**config.mk**
```make
export PLATFORM = sky130hd
export DESIGN_NAME = csi2_rx
export DESIGN_NICKNAME = d
export VERILOG_FILES = /design/src/csi2_rx_pkg.sv /design/src/csi2_hdr_ecc_dec.sv /design/src/csi2_pkt_framer.sv /design/src/csi2_payload_extract.sv /design/src/csi2_raw10_gearbox.sv /design/src/csi2_px_unpacker.sv /design/src/csi2_rx.sv
export VERILOG_INCLUDE_DIRS = /design/src /design/src/src
export SDC_FILE = /design/constraint.sdc
export NUM_CORES = 1
export LEC_CHECK = 0
export ABC_AREA = 1
export BUFFER_PORTS_ARGS = -buffer_cell sky130_fd_sc_hd__buf_2
export CAP_MARGIN = 10
export CORE_ASPECT_RATIO = 1.5
export CORE_MARGIN = 3
export CORE_UTILIZATION = 35
export CTS_BUF_LIST = sky130_fd_sc_hd__clkbuf_8
export DETAILED_ROUTE_END_ITERATION = 6
export GPL_ROUTABILITY_DRIVEN = 0
export PLACE_DENSITY_LB_ADDON = 0.05
export SETUP_SLACK_MARGIN = 0.4
export SYNTH_ARGS = -nofsm -noshare
export SYNTH_HDL_FRONTEND = slang
export SYNTH_HIERARCHICAL = 1
export SYNTH_SLANG_ARGS = --single-unit
export TNS_END_PERCENT = 1
```
**constraint.sdc**
```tcl
create_clock -name rx_clk -period 3.3 [get_ports rx_clk]
set_input_delay 0.99 -clock rx_clk [delete_from_list [all_inputs] [get_ports rx_clk]]
set_output_delay 0.99 -clock rx_clk [all_outputs]
set_load 0.02 [all_outputs]
```
**src/csi2_rx_cfg.svh**
```systemverilog
`ifndef CSI2_RX_CFG_SVH
`define CSI2_RX_CFG_SVH

// data type codes.
// the upper two bits of the data id carry the virtual channel and are not compared.
`define CSI2_DT_FS     8'h00
`define CSI2_DT_FE     8'h01
`define CSI2_DT_RAW10  8'h2B

// one RAW10 pixel.
`define CSI2_PX_W      10

// four pixels packed into five bytes.
`define CSI2_GROUP_W   40

// packet footer length in bytes.
`define CSI2_CRC_BYTES 2

`endif

```
**src/csi2_rx_pkg.sv**
```systemverilog
`include "csi2_rx_cfg.svh"

package csi2_rx_pkg;

// word leaving the header ECC stage.
typedef struct packed {
  logic [31 : 0] data;
  logic          is_hdr;
} csi2_word_t;

// framed packet word.
// strb has one bit per valid payload byte, byte 0 in bit 0.
typedef struct packed {
  logic [31 : 0] data;
  logic [3 : 0]  strb;
  logic          sop;
  logic          last;
} csi2_pkt_word_t;

// five RAW10 bytes, the fifth one holds the low bits of all four pixels.
typedef struct packed {
  logic [`CSI2_GROUP_W - 1 : 0] data;
  logic                         sol;
  logic                         eol;
} csi2_group_t;

// four pixels per beat with pixel 0 in the low bits.
typedef struct packed {
  logic [3 : 0][`CSI2_PX_W - 1 : 0] px;
  logic                             sof;
  logic                             sol;
  logic                             eol;
} csi2_video_t;

endpackage

```
**src/csi2_hdr_ecc_dec.sv**
```systemverilog
`timescale 1ns/100ps

module csi2_hdr_ecc_dec import csi2_rx_pkg::*;
(
  input                rx_clk,
  input                rst_n_i,
  input                word_valid_i,
  input        [31 : 0] word_i,
  input                hdr_wait_i,
  output logic         word_valid_o,
  output csi2_word_t   word_o,
  output logic         hdr_corrected_o,
  output logic         hdr_error_o
);

// parity column of each header data bit, P5 in the msb.
localparam logic [5 : 0] DATA_COL [24] = '{
  6'h07, 6'h0b, 6'h0d, 6'h0e, 6'h13, 6'h15, 6'h16, 6'h19,
  6'h1a, 6'h1c, 6'h23, 6'h25, 6'h26, 6'h29, 6'h2a, 6'h2c,
  6'h31, 6'h32, 6'h34, 6'h38, 6'h1f, 6'h2f, 6'h37, 6'h3b
};

logic          is_hdr;
logic [5 : 0]  parity;
logic [5 : 0]  syndrome;
logic [29 : 0] fix_mask;
logic          fix_corr;
logic          fix_err;
logic          corr_d1;
logic          err_d1;

assign is_hdr = word_valid_i && hdr_wait_i;

always_comb
  begin
    parity = '0;
    for( int i = 0; i < 24; i++ )
      if( word_i[i] )
        parity = parity ^ DATA_COL[i];
    syndrome = parity ^ word_i[29 : 24];
    fix_mask = '0;
    for( int i = 0; i < 24; i++ )
      if( syndrome == DATA_COL[i] )
        fix_mask[i] = 1'b1;
    // a syndrome with a single bit set points into the ECC field itself.
    for( int k = 0; k < 6; k++ )
      if( syndrome == 6'( 1 << k ) )
        fix_mask[24 + k] = 1'b1;
  end

assign fix_corr = is_hdr && ( fix_mask != '0 );
assign fix_err  = is_hdr && ( syndrome != '0 ) && ( fix_mask == '0 );

always_ff @( posedge rx_clk )
  begin
    if( !rst_n_i )
      begin
        word_valid_o    <= 1'b0;
        corr_d1         <= 1'b0;
        err_d1          <= 1'b0;
        hdr_corrected_o <= 1'b0;
        hdr_error_o     <= 1'b0;
      end
    else
      begin
        word_valid_o    <= word_valid_i;
        corr_d1         <= fix_corr;
        err_d1          <= fix_err;
        hdr_corrected_o <= corr_d1;
        hdr_error_o     <= err_d1;
      end
  end

// uncorrectable headers go out as received.
always_ff @( posedge rx_clk )
  begin
    word_o.data   <= is_hdr ? ( word_i ^ { 2'b00, fix_mask } ) : word_i;
    word_o.is_hdr <= is_hdr;
  end

endmodule

```
**src/csi2_pkt_framer.sv**
```systemverilog
`timescale 1ns/100ps

`include "csi2_rx_cfg.svh"

module csi2_pkt_framer import csi2_rx_pkg::*;
(
  input                  rx_clk,
  input                  rst_n_i,
  input                  hs_active_i,
  input                  word_valid_i,
  input  csi2_word_t     word_i,
  input                  hdr_error_i,
  output logic           hdr_wait_o,
  output logic           pkt_valid_o,
  output csi2_pkt_word_t pkt_o
);

// data types from 0x10 up are long packets.
localparam logic [5 : 0] DT_LONG_MIN = 6'h10;
localparam int           CRC_BYTES   = `CSI2_CRC_BYTES;

typedef enum logic [1 : 0] {
  WAIT_HDR_S,
  PAYLOAD_S,
  DISCARD_S
} state_t;

state_t         state;
state_t         state_next;
logic           hs_d1;
logic [16 : 0]  byte_cnt;
logic [16 : 0]  byte_cnt_next;
logic [16 : 0]  pay_left;
logic           is_long;
logic           emit;
logic           pkt_valid;
csi2_pkt_word_t pkt_next;

assign is_long  = ( word_i.data[5 : 0] >= DT_LONG_MIN );
assign pay_left = byte_cnt - 17'( CRC_BYTES );

always_comb
  begin
    state_next    = state;
    byte_cnt_next = byte_cnt;
    emit          = 1'b0;
    pkt_next      = '0;
    pkt_next.data = word_i.data;
    // hs_d1 lines the burst level up with the words coming out of the ECC stage.
    if( !hs_d1 )
      state_next = WAIT_HDR_S;
    else if( hdr_error_i )
      state_next = DISCARD_S;
    else if( word_valid_i )
      case( state )
        WAIT_HDR_S:
          if( word_i.is_hdr )
            begin
              emit          = 1'b1;
              pkt_next.sop  = 1'b1;
              pkt_next.last = !is_long || ( word_i.data[23 : 8] == '0 );
              if( is_long )
                begin
                  state_next    = PAYLOAD_S;
                  byte_cnt_next = { 1'b0, word_i.data[23 : 8] } + 17'( CRC_BYTES );
                end
            end
        PAYLOAD_S:
          begin
            // words holding only CRC bytes are swallowed.
            emit          = ( byte_cnt > 17'( CRC_BYTES ) );
            pkt_next.strb = ( pay_left >= 17'd4 ) ? 4'hf :
                            ( pay_left == 17'd3 ) ? 4'h7 :
                            ( pay_left == 17'd2 ) ? 4'h3 : 4'h1;
            pkt_next.last = ( pay_left <= 17'd4 );
            byte_cnt_next = byte_cnt - 17'd4;
            if( byte_cnt <= 17'd4 )
              state_next = WAIT_HDR_S;
          end
        default:
          state_next = state;
      endcase
  end

// the ECC stage classifies its next input with this level.
assign hdr_wait_o = ( state_next == WAIT_HDR_S );

always_ff @( posedge rx_clk )
  begin
    if( !rst_n_i )
      begin
        state     <= WAIT_HDR_S;
        hs_d1     <= 1'b0;
        byte_cnt  <= '0;
        pkt_valid <= 1'b0;
      end
    else
      begin
        state     <= state_next;
        hs_d1     <= hs_active_i;
        byte_cnt  <= byte_cnt_next;
        pkt_valid <= emit;
      end
  end

always_ff @( posedge rx_clk )
  pkt_o <= pkt_next;

// the ECC error flag trails the header by one cycle, so a bad header
// already sitting in the output register is withdrawn here.
assign pkt_valid_o = pkt_valid && !hdr_error_i;

endmodule

```
**src/csi2_payload_extract.sv**
```systemverilog
`timescale 1ns/100ps

`include "csi2_rx_cfg.svh"

module csi2_payload_extract import csi2_rx_pkg::*;
(
  input                  rx_clk,
  input                  rst_n_i,
  input                  pkt_valid_i,
  input  csi2_pkt_word_t pkt_i,
  output logic           pay_valid_o,
  output csi2_pkt_word_t pay_o,
  output logic           frame_start_o,
  output logic           frame_end_o
);

localparam logic [7 : 0] DT_FS    = `CSI2_DT_FS;
localparam logic [7 : 0] DT_FE    = `CSI2_DT_FE;
localparam logic [7 : 0] DT_RAW10 = `CSI2_DT_RAW10;

logic [5 : 0] data_type;
logic         line_start;
logic         is_raw10;

assign is_raw10 = ( data_type == DT_RAW10[5 : 0] );

always_ff @( posedge rx_clk )
  begin
    if( !rst_n_i )
      begin
        data_type     <= '0;
        line_start    <= 1'b0;
        pay_valid_o   <= 1'b0;
        frame_start_o <= 1'b0;
        frame_end_o   <= 1'b0;
      end
    else
      begin
        pay_valid_o   <= 1'b0;
        frame_start_o <= 1'b0;
        frame_end_o   <= 1'b0;
        if( pkt_valid_i )
          begin
            if( pkt_i.sop )
              begin
                data_type     <= pkt_i.data[5 : 0];
                line_start    <= 1'b1;
                frame_start_o <= ( pkt_i.data[5 : 0] == DT_FS[5 : 0] );
                frame_end_o   <= ( pkt_i.data[5 : 0] == DT_FE[5 : 0] );
              end
            else if( is_raw10 )
              begin
                pay_valid_o <= 1'b1;
                line_start  <= 1'b0;
              end
          end
      end
  end

// sop now marks the first payload word of a line.
always_ff @( posedge rx_clk )
  begin
    pay_o     <= pkt_i;
    pay_o.sop <= line_start;
  end

endmodule

```
**src/csi2_raw10_gearbox.sv**
```systemverilog
`timescale 1ns/100ps

`include "csi2_rx_cfg.svh"

module csi2_raw10_gearbox import csi2_rx_pkg::*;
(
  input                  rx_clk,
  input                  rst_n_i,
  input                  pay_valid_i,
  input  csi2_pkt_word_t pay_i,
  output logic           grp_valid_o,
  output csi2_group_t    grp_o
);

localparam int GW = `CSI2_GROUP_W;

logic [2 : 0]  phase;
logic [2 : 0]  phase_cur;
logic [2 : 0]  phase_next;
logic [5 : 0]  held_bits;
logic [31 : 0] word;
logic [63 : 0] residue;
logic [63 : 0] merged;
logic          emit;
logic          sol_pend;

always_comb
  begin
    for( int b = 0; b < 4; b++ )
      word[8 * b +: 8] = pay_i.strb[b] ? pay_i.data[8 * b +: 8] : 8'h00;
    // a new line always starts from an empty residue.
    phase_cur = pay_i.sop ? 3'd0 : phase;
    case( phase_cur )
      3'd1:    held_bits = 6'd32;
      3'd2:    held_bits = 6'd24;
      3'd3:    held_bits = 6'd16;
      3'd4:    held_bits = 6'd8;
      default: held_bits = 6'd0;
    endcase
    merged = ( phase_cur == 3'd0 ) ? 64'h0 : residue;
    merged = merged | ( { 32'h0, word } << held_bits );
    emit   = ( phase_cur != 3'd0 );
    if( pay_i.last || ( phase_cur == 3'd4 ) )
      phase_next = 3'd0;
    else
      phase_next = phase_cur + 3'd1;
  end

always_ff @( posedge rx_clk )
  begin
    if( !rst_n_i )
      begin
        phase       <= 3'd0;
        sol_pend    <= 1'b0;
        grp_valid_o <= 1'b0;
      end
    else
      begin
        grp_valid_o <= pay_valid_i && emit;
        if( pay_valid_i )
          begin
            phase <= phase_next;
            if( pay_i.sop )
              sol_pend <= 1'b1;
            else if( emit )
              sol_pend <= 1'b0;
          end
      end
  end

always_ff @( posedge rx_clk )
  begin
    if( pay_valid_i )
      residue <= emit ? ( merged >> GW ) : merged;
    grp_o.data <= merged[GW - 1 : 0];
    grp_o.sol  <= sol_pend;
    grp_o.eol  <= pay_i.last;
  end

endmodule

```
**src/csi2_px_unpacker.sv**
```systemverilog
`timescale 1ns/100ps

`include "csi2_rx_cfg.svh"

module csi2_px_unpacker import csi2_rx_pkg::*;
(
  input               rx_clk,
  input               rst_n_i,
  input               frame_start_i,
  input               grp_valid_i,
  input  csi2_group_t grp_i,
  output logic        video_valid_o,
  output csi2_video_t video_o
);

// upper part of each pixel sits in its own byte.
localparam int MSB_W    = `CSI2_PX_W - 2;
localparam int LSB_BASE = 4 * MSB_W;

logic        sof_pend;
csi2_video_t video;

always_comb
  begin
    for( int i = 0; i < 4; i++ )
      video.px[i] = { grp_i.data[MSB_W * i +: MSB_W], grp_i.data[LSB_BASE + 2 * i +: 2] };
    video.sof = sof_pend;
    video.sol = grp_i.sol;
    video.eol = grp_i.eol;
  end

always_ff @( posedge rx_clk )
  begin
    if( !rst_n_i )
      begin
        sof_pend      <= 1'b0;
        video_valid_o <= 1'b0;
      end
    else
      begin
        video_valid_o <= grp_valid_i;
        // armed by frame start, spent on the first group after it.
        if( frame_start_i )
          sof_pend <= 1'b1;
        else if( grp_valid_i )
          sof_pend <= 1'b0;
      end
  end

always_ff @( posedge rx_clk )
  video_o <= video;

endmodule

```
**src/csi2_rx.sv**
```systemverilog
`timescale 1ns/100ps

module csi2_rx import csi2_rx_pkg::*;
(
  input                rx_clk,
  input                rst_n_i,
  input                hs_active_i,
  input                word_valid_i,
  input        [31 : 0] word_i,
  output logic         video_valid_o,
  output csi2_video_t  video_o,
  output logic         frame_end_o,
  output logic         hdr_corrected_o,
  output logic         hdr_error_o
);

logic           ecc_valid;
csi2_word_t     ecc_word;
logic           hdr_wait;
logic           pkt_valid;
csi2_pkt_word_t pkt_word;
logic           pay_valid;
csi2_pkt_word_t pay_word;
logic           frame_start;
logic           grp_valid;
csi2_group_t    grp;

csi2_hdr_ecc_dec hdr_ecc (
  .rx_clk          ( rx_clk          ),
  .rst_n_i         ( rst_n_i         ),
  .word_valid_i    ( word_valid_i    ),
  .word_i          ( word_i          ),
  .hdr_wait_i      ( hdr_wait        ),
  .word_valid_o    ( ecc_valid       ),
  .word_o          ( ecc_word        ),
  .hdr_corrected_o ( hdr_corrected_o ),
  .hdr_error_o     ( hdr_error_o     )
);

csi2_pkt_framer framer (
  .rx_clk       ( rx_clk      ),
  .rst_n_i      ( rst_n_i     ),
  .hs_active_i  ( hs_active_i ),
  .word_valid_i ( ecc_valid   ),
  .word_i       ( ecc_word    ),
  .hdr_error_i  ( hdr_error_o ),
  .hdr_wait_o   ( hdr_wait    ),
  .pkt_valid_o  ( pkt_valid   ),
  .pkt_o        ( pkt_word    )
);

csi2_payload_extract extract (
  .rx_clk        ( rx_clk      ),
  .rst_n_i       ( rst_n_i     ),
  .pkt_valid_i   ( pkt_valid   ),
  .pkt_i         ( pkt_word    ),
  .pay_valid_o   ( pay_valid   ),
  .pay_o         ( pay_word    ),
  .frame_start_o ( frame_start ),
  .frame_end_o   ( frame_end_o )
);

csi2_raw10_gearbox gbx (
  .rx_clk      ( rx_clk    ),
  .rst_n_i     ( rst_n_i   ),
  .pay_valid_i ( pay_valid ),
  .pay_i       ( pay_word  ),
  .grp_valid_o ( grp_valid ),
  .grp_o       ( grp       )
);

csi2_px_unpacker unpacker (
  .rx_clk        ( rx_clk        ),
  .rst_n_i       ( rst_n_i       ),
  .frame_start_i ( frame_start   ),
  .grp_valid_i   ( grp_valid     ),
  .grp_i         ( grp           ),
  .video_valid_o ( video_valid_o ),
  .video_o       ( video_o       )
);

endmodule

```
# Word-level counts from Yosys, hierarchy flattened
# Index checks and enable logic that the tools add are counted.
totals:
  ff_bits: 301
  latch_bits: 0
  ram_bits: 0
  rom_bits: 0
  output_inout_bits: 47
  wordCells: 246
  mem_count: 0
classes:
  n_addsub: 4
  mul: 0
  div_mod_pow: 0
  magnitude_cmp: 5
  n_eq_ne: 41
  shifts: 1
  n_mux: 88
  bitwise_logic: 33
  reduce_logical: 33
op_table:
  columns: ["cell", "count"]
  rows:
  - ["$eq A6 B6 Y1 const B", 15]
  - ["$mux W6", 13]
  - ["$mux W64", 1]
  - ["$or A64 B64 Y64", 1]
  - ["$shl A32 B6 Y64", 1]
  - ["$eq A6 B5 Y1 const B", 8]
  - ["$not A3 Y3", 16]
  - ["$mux W1", 38]
  - ["$mux W5", 7]
  - ["$eq A17 B2 Y1 const B", 2]
  - ["$le A17 B3 Y1 const B", 2]
  - ["$mux W17", 2]
  - ["$pmux W17 S2", 1]
  - ["$mux W32", 1]
  - ["$mux W8", 4]
  - ["$xor A32 B30 Y32", 1]
  - ["$logic_not A30 Y1", 1]
  - ["$reduce_bool A30 Y1", 1]
  - ["$eq A6 B4 Y1 const B", 4]
  - ["$mux W24", 1]
  - ["$pmux W6 S4", 1]
  - ["$mux W4", 5]
  - ["$not A5 Y5", 4]
  - ["$add A16 B2 Y17 const B", 1]
  - ["37 further kinds", 74]

# Depth between registers and ports, before layout
depth:
  word_depth: 52
  ltp_mapped: 21

# Cells and area by module
# The synthesis kept the hierarchy.
by_module_without_submodules:
  columns: ["mod", "instances", "cells_per_inst", "area_each_um2"]
  rows:
  - ["csi2_raw10_gearbox", 1, 687, 5357.6]
  - ["csi2_hdr_ecc_dec", 1, 533, 2987.9]
  - ["csi2_pkt_framer", 1, 392, 2849.0]
  - ["csi2_payload_extract", 1, 91, 1153.6]
  - ["csi2_px_unpacker", 1, 52, 932.1]

# Worst setup path before layout
# No wires, ideal clock.
synth_timing:
  path_kind: "in2reg"
  from: "in word_i[20]"
  to: "reg hdr_ecc.err_d1"
  setup_ps: 110
  t_arrival_ps: 2371
  required_ps: 3190
  path_slack_ps: 819
  stages: 19
  cell_sequence: "buf_4 inv_2 nand2_2 nand2_1 nand2_1 nand2_1 nand3_1 nand2_1 nand2_1 nand2_2 inv_2 nor2_4 inv_1 nor2_2 nor2_1 nand2_1 nor2_2 nand2_1 nor2_1"
synth_between:
  elab_chain_len: 12
synth_lines:
  columns: ["element", "line_no", "rtl"]
  rows:
  - ["from (decl)", "csi2_rx.sv:9", "input [31 : 0] word_i,"]
  - ["$mux W5 (*)", "csi2_hdr_ecc_dec.sv:38", "if( word_i[i] )"]
  - ["$not A5 Y5 (no source line)", null, null]
  - ["$mux W6 (*)", "csi2_hdr_ecc_dec.sv:38", null]
  - ["$not A5 Y5 (no source line)", null, null]
  - ["$mux W6 (*)", "csi2_hdr_ecc_dec.sv:38", null]
  - ["$not A5 Y5 (no source line)", null, null]
  - ["$mux W6 (*)", "csi2_hdr_ecc_dec.sv:38", null]
  - ["$xor A6 B6 Y6 (*)", "csi2_hdr_ecc_dec.sv:40", "syndrome = parity ^ word_i[29 : 24];"]
  - ["$eq A6 B3 Y1 (tied with other cells)", "csi2_hdr_ecc_dec.sv:43", "if( syndrome == DATA_COL[i] )"]
  - ["$mux W1 (on tied branches)", "csi2_hdr_ecc_dec.sv:43, csi2_hdr_ecc_dec.sv:47", null]
  - ["$logic_not A30 Y1", "csi2_hdr_ecc_dec.sv:52", "assign fix_err = is_hdr && ( syndrome != '0 ) && ( fix_mask == '0 );"]
  - ["$logic_and A1 B1 Y1 (*)", "csi2_hdr_ecc_dec.sv:52", null]
  - ["to (signal assigned)", "csi2_hdr_ecc_dec.sv:68", "err_d1 <= fix_err;"]
  - ["to (decl)", "csi2_hdr_ecc_dec.sv:30", "logic err_d1;"]
# Every way passes the cells marked *; elsewhere a longest branch is shown, timed or not.
# A chain may end at the register's enable or synchronous reset.

# Worst setup path in the final report
layout_timing:
  from: "in word_i[23]"
  to: "reg hdr_ecc/word_o[8] (netlist bit)"
layout_between:
  elab_chain_len: 6
layout_lines:
  columns: ["element", "line_no", "rtl"]
  rows:
  - ["$mux W6", "csi2_hdr_ecc_dec.sv:38", null]
  - ["$xor A6 B6 Y6", "csi2_hdr_ecc_dec.sv:40", null]
  - ["$eq A6 B5 Y1", "csi2_hdr_ecc_dec.sv:43", null]
  - ["$mux W1", "csi2_hdr_ecc_dec.sv:43", null]
  - ["$xor A32 B30 Y32", "csi2_hdr_ecc_dec.sv:77", "word_o.data <= is_hdr ? ( word_i ^ { 2'b00, fix_mask } ) : word_i;"]
  - ["$mux W32", "csi2_hdr_ecc_dec.sv:77", null]
  - ["to (decl)", "csi2_hdr_ecc_dec.sv:11", "output csi2_word_t word_o,"]
# Every way passes these cells.

==> results.txt <==
The layout-stage area growth over the synthesis result came out at 14.9%. The maximum clock frequency came out at 388 MHz. The total half-perimeter wirelength after legalization and detailed placement came out at 28,200 um.

The switching power came out at 2.05 mW. The post-detailed-placement cell area is 14,200 um2. The I/O pin count is 83. The worst reg2reg path depth came out at 11. The delay of the slowest critical-path stage came out at 0.30 ns. The CTS sink count is between 300 and 400. The cell depth of the worst setup path is 16.

The final standard cell area without fillers is 15,300 um2. The max-capacitance violation count came out at 0. The worst-case vdd ir drop is 285 uV.

The CTS tree is done. Entering global routing, the biggest net connects 62 pins. The clock root buffer is sky130_fd_sc_hd__clkbuf_8. The vertical die dimension came out at 245 um. The area share of the leading cell type in the synthesized netlist came out at 0.357. The critical path goes through buf_2 -> inv_4 -> nand2_1 -> nand2_1 -> nand3_1 -> nand2_1 -> nand2_1 -> nand2_1 -> nand2_2 -> inv_2 -> nor2_4 -> nand2_4 -> nor2_1 -> nand2_1 -> nor2_1 -> xor2_1. Averaged over all synthesized cells, the footprint is 7.57 um2. In this run, placement finished with an instance count of 2,301. Setup violations remaining at the end of the flow were counted as 0. The total negative slack for setup checks came out at 0 ns. The number of antenna diodes in the final layout is 0. The switching share of power came out at 0.257. The number of fill cells in the layout came out at a little under 4,000. The cell type group with the largest total delay on the critical path is simple AND/OR/NAND/NOR gates. The mapped netlist covers 13,300 um2. The slowest stage of the critical path belongs to the cell sky130_fd_sc_hd__xor2_1.

The max-slew violation count is 0. The placeable core region is roughly 37,000 um2. The final critical path time including I/O delays and setup is 2.58 ns. The number of I/O port buffers is 82. The number of flops mapped to enable cells by yosys came out at 64. The global routing's busiest layer is met2. In this run, synthesis produced a sequential element count of between 300 and 400.

Detailed routing inserted a total of 11,100 vias. The remaining routing DRC violations is 0. The first global-routing pass estimated 58,600 um of wire. In this run the register-to-register setup slack is 0.74 ns. For this design the ratio of total power to cell area is 521 nW/um2. The proportion of synthesized flip-flops having asynchronous set or reset is 0.

The flow ran to the end, and the final reports show no timing, DRC or antenna violations. The nature of the critical path endpoint is a register. The routed wire length is 37,400 um. The worst hold margin is 0.309 ns. The clock network latency to the later pin of the worst-skew pair is approximately 0.57 ns. The total CTS buffers is 47. The slew at the pin closest to its max-slew limit came out at 0.736 ns. The sequential fraction of design power is 0.494.

The maximum clock insertion buffer count is 3. Measured against its own limit, the worst slew margin works out to 0.508. The via density per instance is 4.65. The fraction of the cycle the final worst path needs is 0.781. The count of instances resized after the clock tree is built came out at 0. The beginning of the worst register-to-register path is framer/byte_cnt[4]$_SDFFE_PN0P_. In this run the worst hold path is classified as register to register.

The share of final-layout standard cells stronger than drive strength 1 came out at 0.149. The part of the Yosys area used for sequential elements is 0.502. The global-route congestion overflow total is 0. The number of hold buffers added after CTS was 0. The worst setup path is launched from a primary input. The class of the most critical setup path is primary input to register. For this run, the detailed router's first-pass iteration total came to 5.

After synthesis, the cell types taking the most area are sky130_fd_sc_hd__dfxtp_1 (36%), sky130_fd_sc_hd__nand2_1 (16%), sky130_fd_sc_hd__edfxtp_1 (14%), sky130_fd_sc_hd__nand3_1 (6.8%), sky130_fd_sc_hd__nor2_1 (4.8%). The worst register-to-register path ends at hdr_ecc/word_o[8]$_DFF_P_. The leakage power summed over all cells came out at around 7.7 nW. In this run the worst setup path begins at word_i[23]. In this run the worst setup path terminates at hdr_ecc/word_o[8]$_DFF_P_. The die boundary width came out at roughly 170 um. The initial antenna violation count came out at 0. Clock-pin slew was measured on the worst setup and hold paths at 0.07 ns. The count of buffers added by post-CTS timing repair for setup is 0. The met3 layer usage reported by global route is 0.0237. The leading register cell type out of synthesis is sky130_fd_sc_hd__dfxtp_1. The maximum level of the CTS H-tree is 2. Yosys printed 6 warnings. In the global route stage, met1 resource usage came out at 0.203. The die footprint is between 40,000 and 50,000 um2.

The violation count after the first detailed-routing iteration is 717. The critical-path maximum fanout is 9. The post-detailed-route count of antenna-violating nets came out at 0. The overall power of the completed layout came out at 7.96 mW. The non-filler instance count after layout came out at 2,387. The largest total area in the synthesized netlist belongs to sky130_fd_sc_hd__dfxtp_1.

The combinational fraction of design power is 0.094. Of the total power, the clock network draws 0.412. The required time of the worst setup path is 3.73 ns.

The starting density of the core came out at 0.358. The buffer and inverter count on the worst path is 3. The final-report hold violation count is 0. The clock arrives with 0.0280 ns of skew. The number of global-route vias before repair is 10,800. The critical path data arrival time came out at 3.01 ns. Cell internal power was estimated by the tool at 5.91 mW. The netlist uses 42 different library cells. Row generation in the floorplan step produced 86 rows. Across every metal layer, demand over resource in global routing totals 0.187. The number of nets in the layout came out at roughly 1,900. The cell that appears most often on the critical path is sky130_fd_sc_hd__nand2_1. Setup repair after global routing left no endpoint under its margin.

Counting every instance in the synthesized netlist gives 1,755. The average routed wire per standard cell came out at 15.7 um. In the global route stage, met2 resource usage came out at 0.361.
cell usage after synthesis (7+ instances only):
master                       n
sky130_fd_sc_hd__a21oi_1    56
sky130_fd_sc_hd__buf_2      20
sky130_fd_sc_hd__buf_4      10
sky130_fd_sc_hd__clkbuf_1   21
sky130_fd_sc_hd__dfxtp_1   237
sky130_fd_sc_hd__edfxtp_1   64
sky130_fd_sc_hd__ha_1        7
sky130_fd_sc_hd__inv_1     153
sky130_fd_sc_hd__inv_2      39
sky130_fd_sc_hd__nand2_1   578
sky130_fd_sc_hd__nand2_2    21
sky130_fd_sc_hd__nand3_1   180
sky130_fd_sc_hd__nand3b_1   10
sky130_fd_sc_hd__nand4_1    11
sky130_fd_sc_hd__nor2_1    171
sky130_fd_sc_hd__nor2_2     14
sky130_fd_sc_hd__nor2_4     16
sky130_fd_sc_hd__nor3_1      8
sky130_fd_sc_hd__nor4_1      7
sky130_fd_sc_hd__o21ai_0    52
sky130_fd_sc_hd__xor2_1     38
through the flow:
stage	util	worst slack [ns]
floorplan	-	0.819
global placement	0.384	0.102
detailed placement	0.384	0.171
CTS	0.411	0.749
global route	0.411	0.522
finish	0.411	0.724
power by group through the flow:
stage | clock (mW) | sequential, mW | combinational (mW)
floorplan | 0 | 3.97 | 0.545
global placement | 0 | 4.01 | 0.748
detailed placement | 0 | 4.01 | 0.752
CTS | 3.42 | 3.93 | 0.754
global route | 3.56 | 3.94 | 0.852
finish | 3.28 | 3.93 | 0.751
state kept, by name, summed over array words and instances (netlist names), 2 cells and up:
| signal | cells |
|---|---|
| extract/data_type | 6 |
| extract/pay_o | 38 |
| framer/state | 2 |
| gbx/grp_o | 42 |
| unpacker/video_o | 43 |
| gbx/residue | 64 |
| framer/byte_cnt | 17 |
| gbx/phase | 3 |
| hdr_ecc/word_o | 33 |
| framer/pkt_o | 38 |
metal layers:
| layer | wire [um] | vias up | part of all wire |
|---|---|---|---|
| li1 | - | 5745 | - |
| met1 | 14200 | 5036 | 0.38 |
| met2 | 20600 | 247 | 0.55 |
| met3 | 1360 | 70 | 0.036 |
| met4 | 1200 | 0 | 0.032 |
| met5 | 0 | - | 0 |
worst min-delay path by stage:
| stage | cells after the start | slack [ns] | from | end |
|---|---|---|---|---|
| global placement | 0 | 0.31 | gbx/grp_o[37]$_DFF_P_ | unpacker/video_o[14]$_DFF_P_ |
| floorplan | 0 | 0.31 | framer/pkt_o[0]$_SDFF_PP0_ | extract/pay_o[0]$_DFF_P_ |
| global route | 0 | 0.31 | framer/pkt_o[24]$_DFF_P_ | extract/pay_o[24]$_DFF_P_ |
| detailed placement | 0 | 0.31 | framer/pkt_o[30]$_DFF_P_ | extract/pay_o[30]$_DFF_P_ |
| CTS | 0 | 0.29 | framer/pkt_o[24]$_DFF_P_ | extract/pay_o[24]$_DFF_P_ |
| finish | 0 | 0.31 | framer/pkt_o[24]$_DFF_P_ | extract/pay_o[24]$_DFF_P_ |
cells by family (layout without fill, tap and decap cells):
kind of cell,after synthesis,count (layout),synth area share
adders and majority gates,7,7,0.00659
buffers and inverters,250,383,0.0767
and+or+nand+nor,1026,1026,0.336
DFF,301,301,0.502
xor gates and xnor gates,41,41,0.0270
other,1,16,0.000282
AOI/OAI and AO/OA,129,129,0.0516
cell usage in the layout (no fill, tap or decap), types with 3 or more instances in the layout:
cell type / Yosys / final
sky130_fd_sc_hd__o21ai_0: 52 / 52
sky130_fd_sc_hd__nand3_2: 4 / 4
sky130_fd_sc_hd__nor3_1: 8 / 8
sky130_fd_sc_hd__nand4_1: 11 / 11
sky130_fd_sc_hd__conb_1: 1 / 16
sky130_fd_sc_hd__ha_1: 7 / 7
sky130_fd_sc_hd__a31oi_1: 4 / 4
sky130_fd_sc_hd__nand2_2: 21 / 21
sky130_fd_sc_hd__xor2_1: 38 / 38
sky130_fd_sc_hd__xnor2_1: 3 / 3
sky130_fd_sc_hd__dfxtp_1: 237 / 236
sky130_fd_sc_hd__clkinv_2: 0 / 7
sky130_fd_sc_hd__clkbuf_8: 0 / 65
sky130_fd_sc_hd__nand2_4: 3 / 3
sky130_fd_sc_hd__nor4_1: 7 / 7
sky130_fd_sc_hd__inv_2: 39 / 39
sky130_fd_sc_hd__nand2_1: 578 / 578
sky130_fd_sc_hd__inv_1: 153 / 164
sky130_fd_sc_hd__o21ai_1: 5 / 5
sky130_fd_sc_hd__nor2_2: 14 / 14
sky130_fd_sc_hd__nor2_1: 171 / 171
sky130_fd_sc_hd__nor2_4: 16 / 16
sky130_fd_sc_hd__buf_4: 10 / 19
sky130_fd_sc_hd__a21oi_1: 56 / 56
sky130_fd_sc_hd__buf_2: 20 / 82
sky130_fd_sc_hd__nand3b_1: 10 / 10
sky130_fd_sc_hd__nand3_1: 180 / 180
sky130_fd_sc_hd__edfxtp_1: 64 / 64
final cells by class:
type | count | area, um2 | share of cell area
clock buffers | 65 | 895 | 0.0586
clock inverters | 21 | 120 | 0.00787
inverters | 194 | 731 | 0.0479
multi-input cells | 1219 | 5650 | 0.370
flip-flops and latches | 301 | 6670 | 0.437
well taps | 484 | 606 | 0.0397
repair buffers | 103 | 593 | 0.0389
Power figures use the tool's default switching activity.
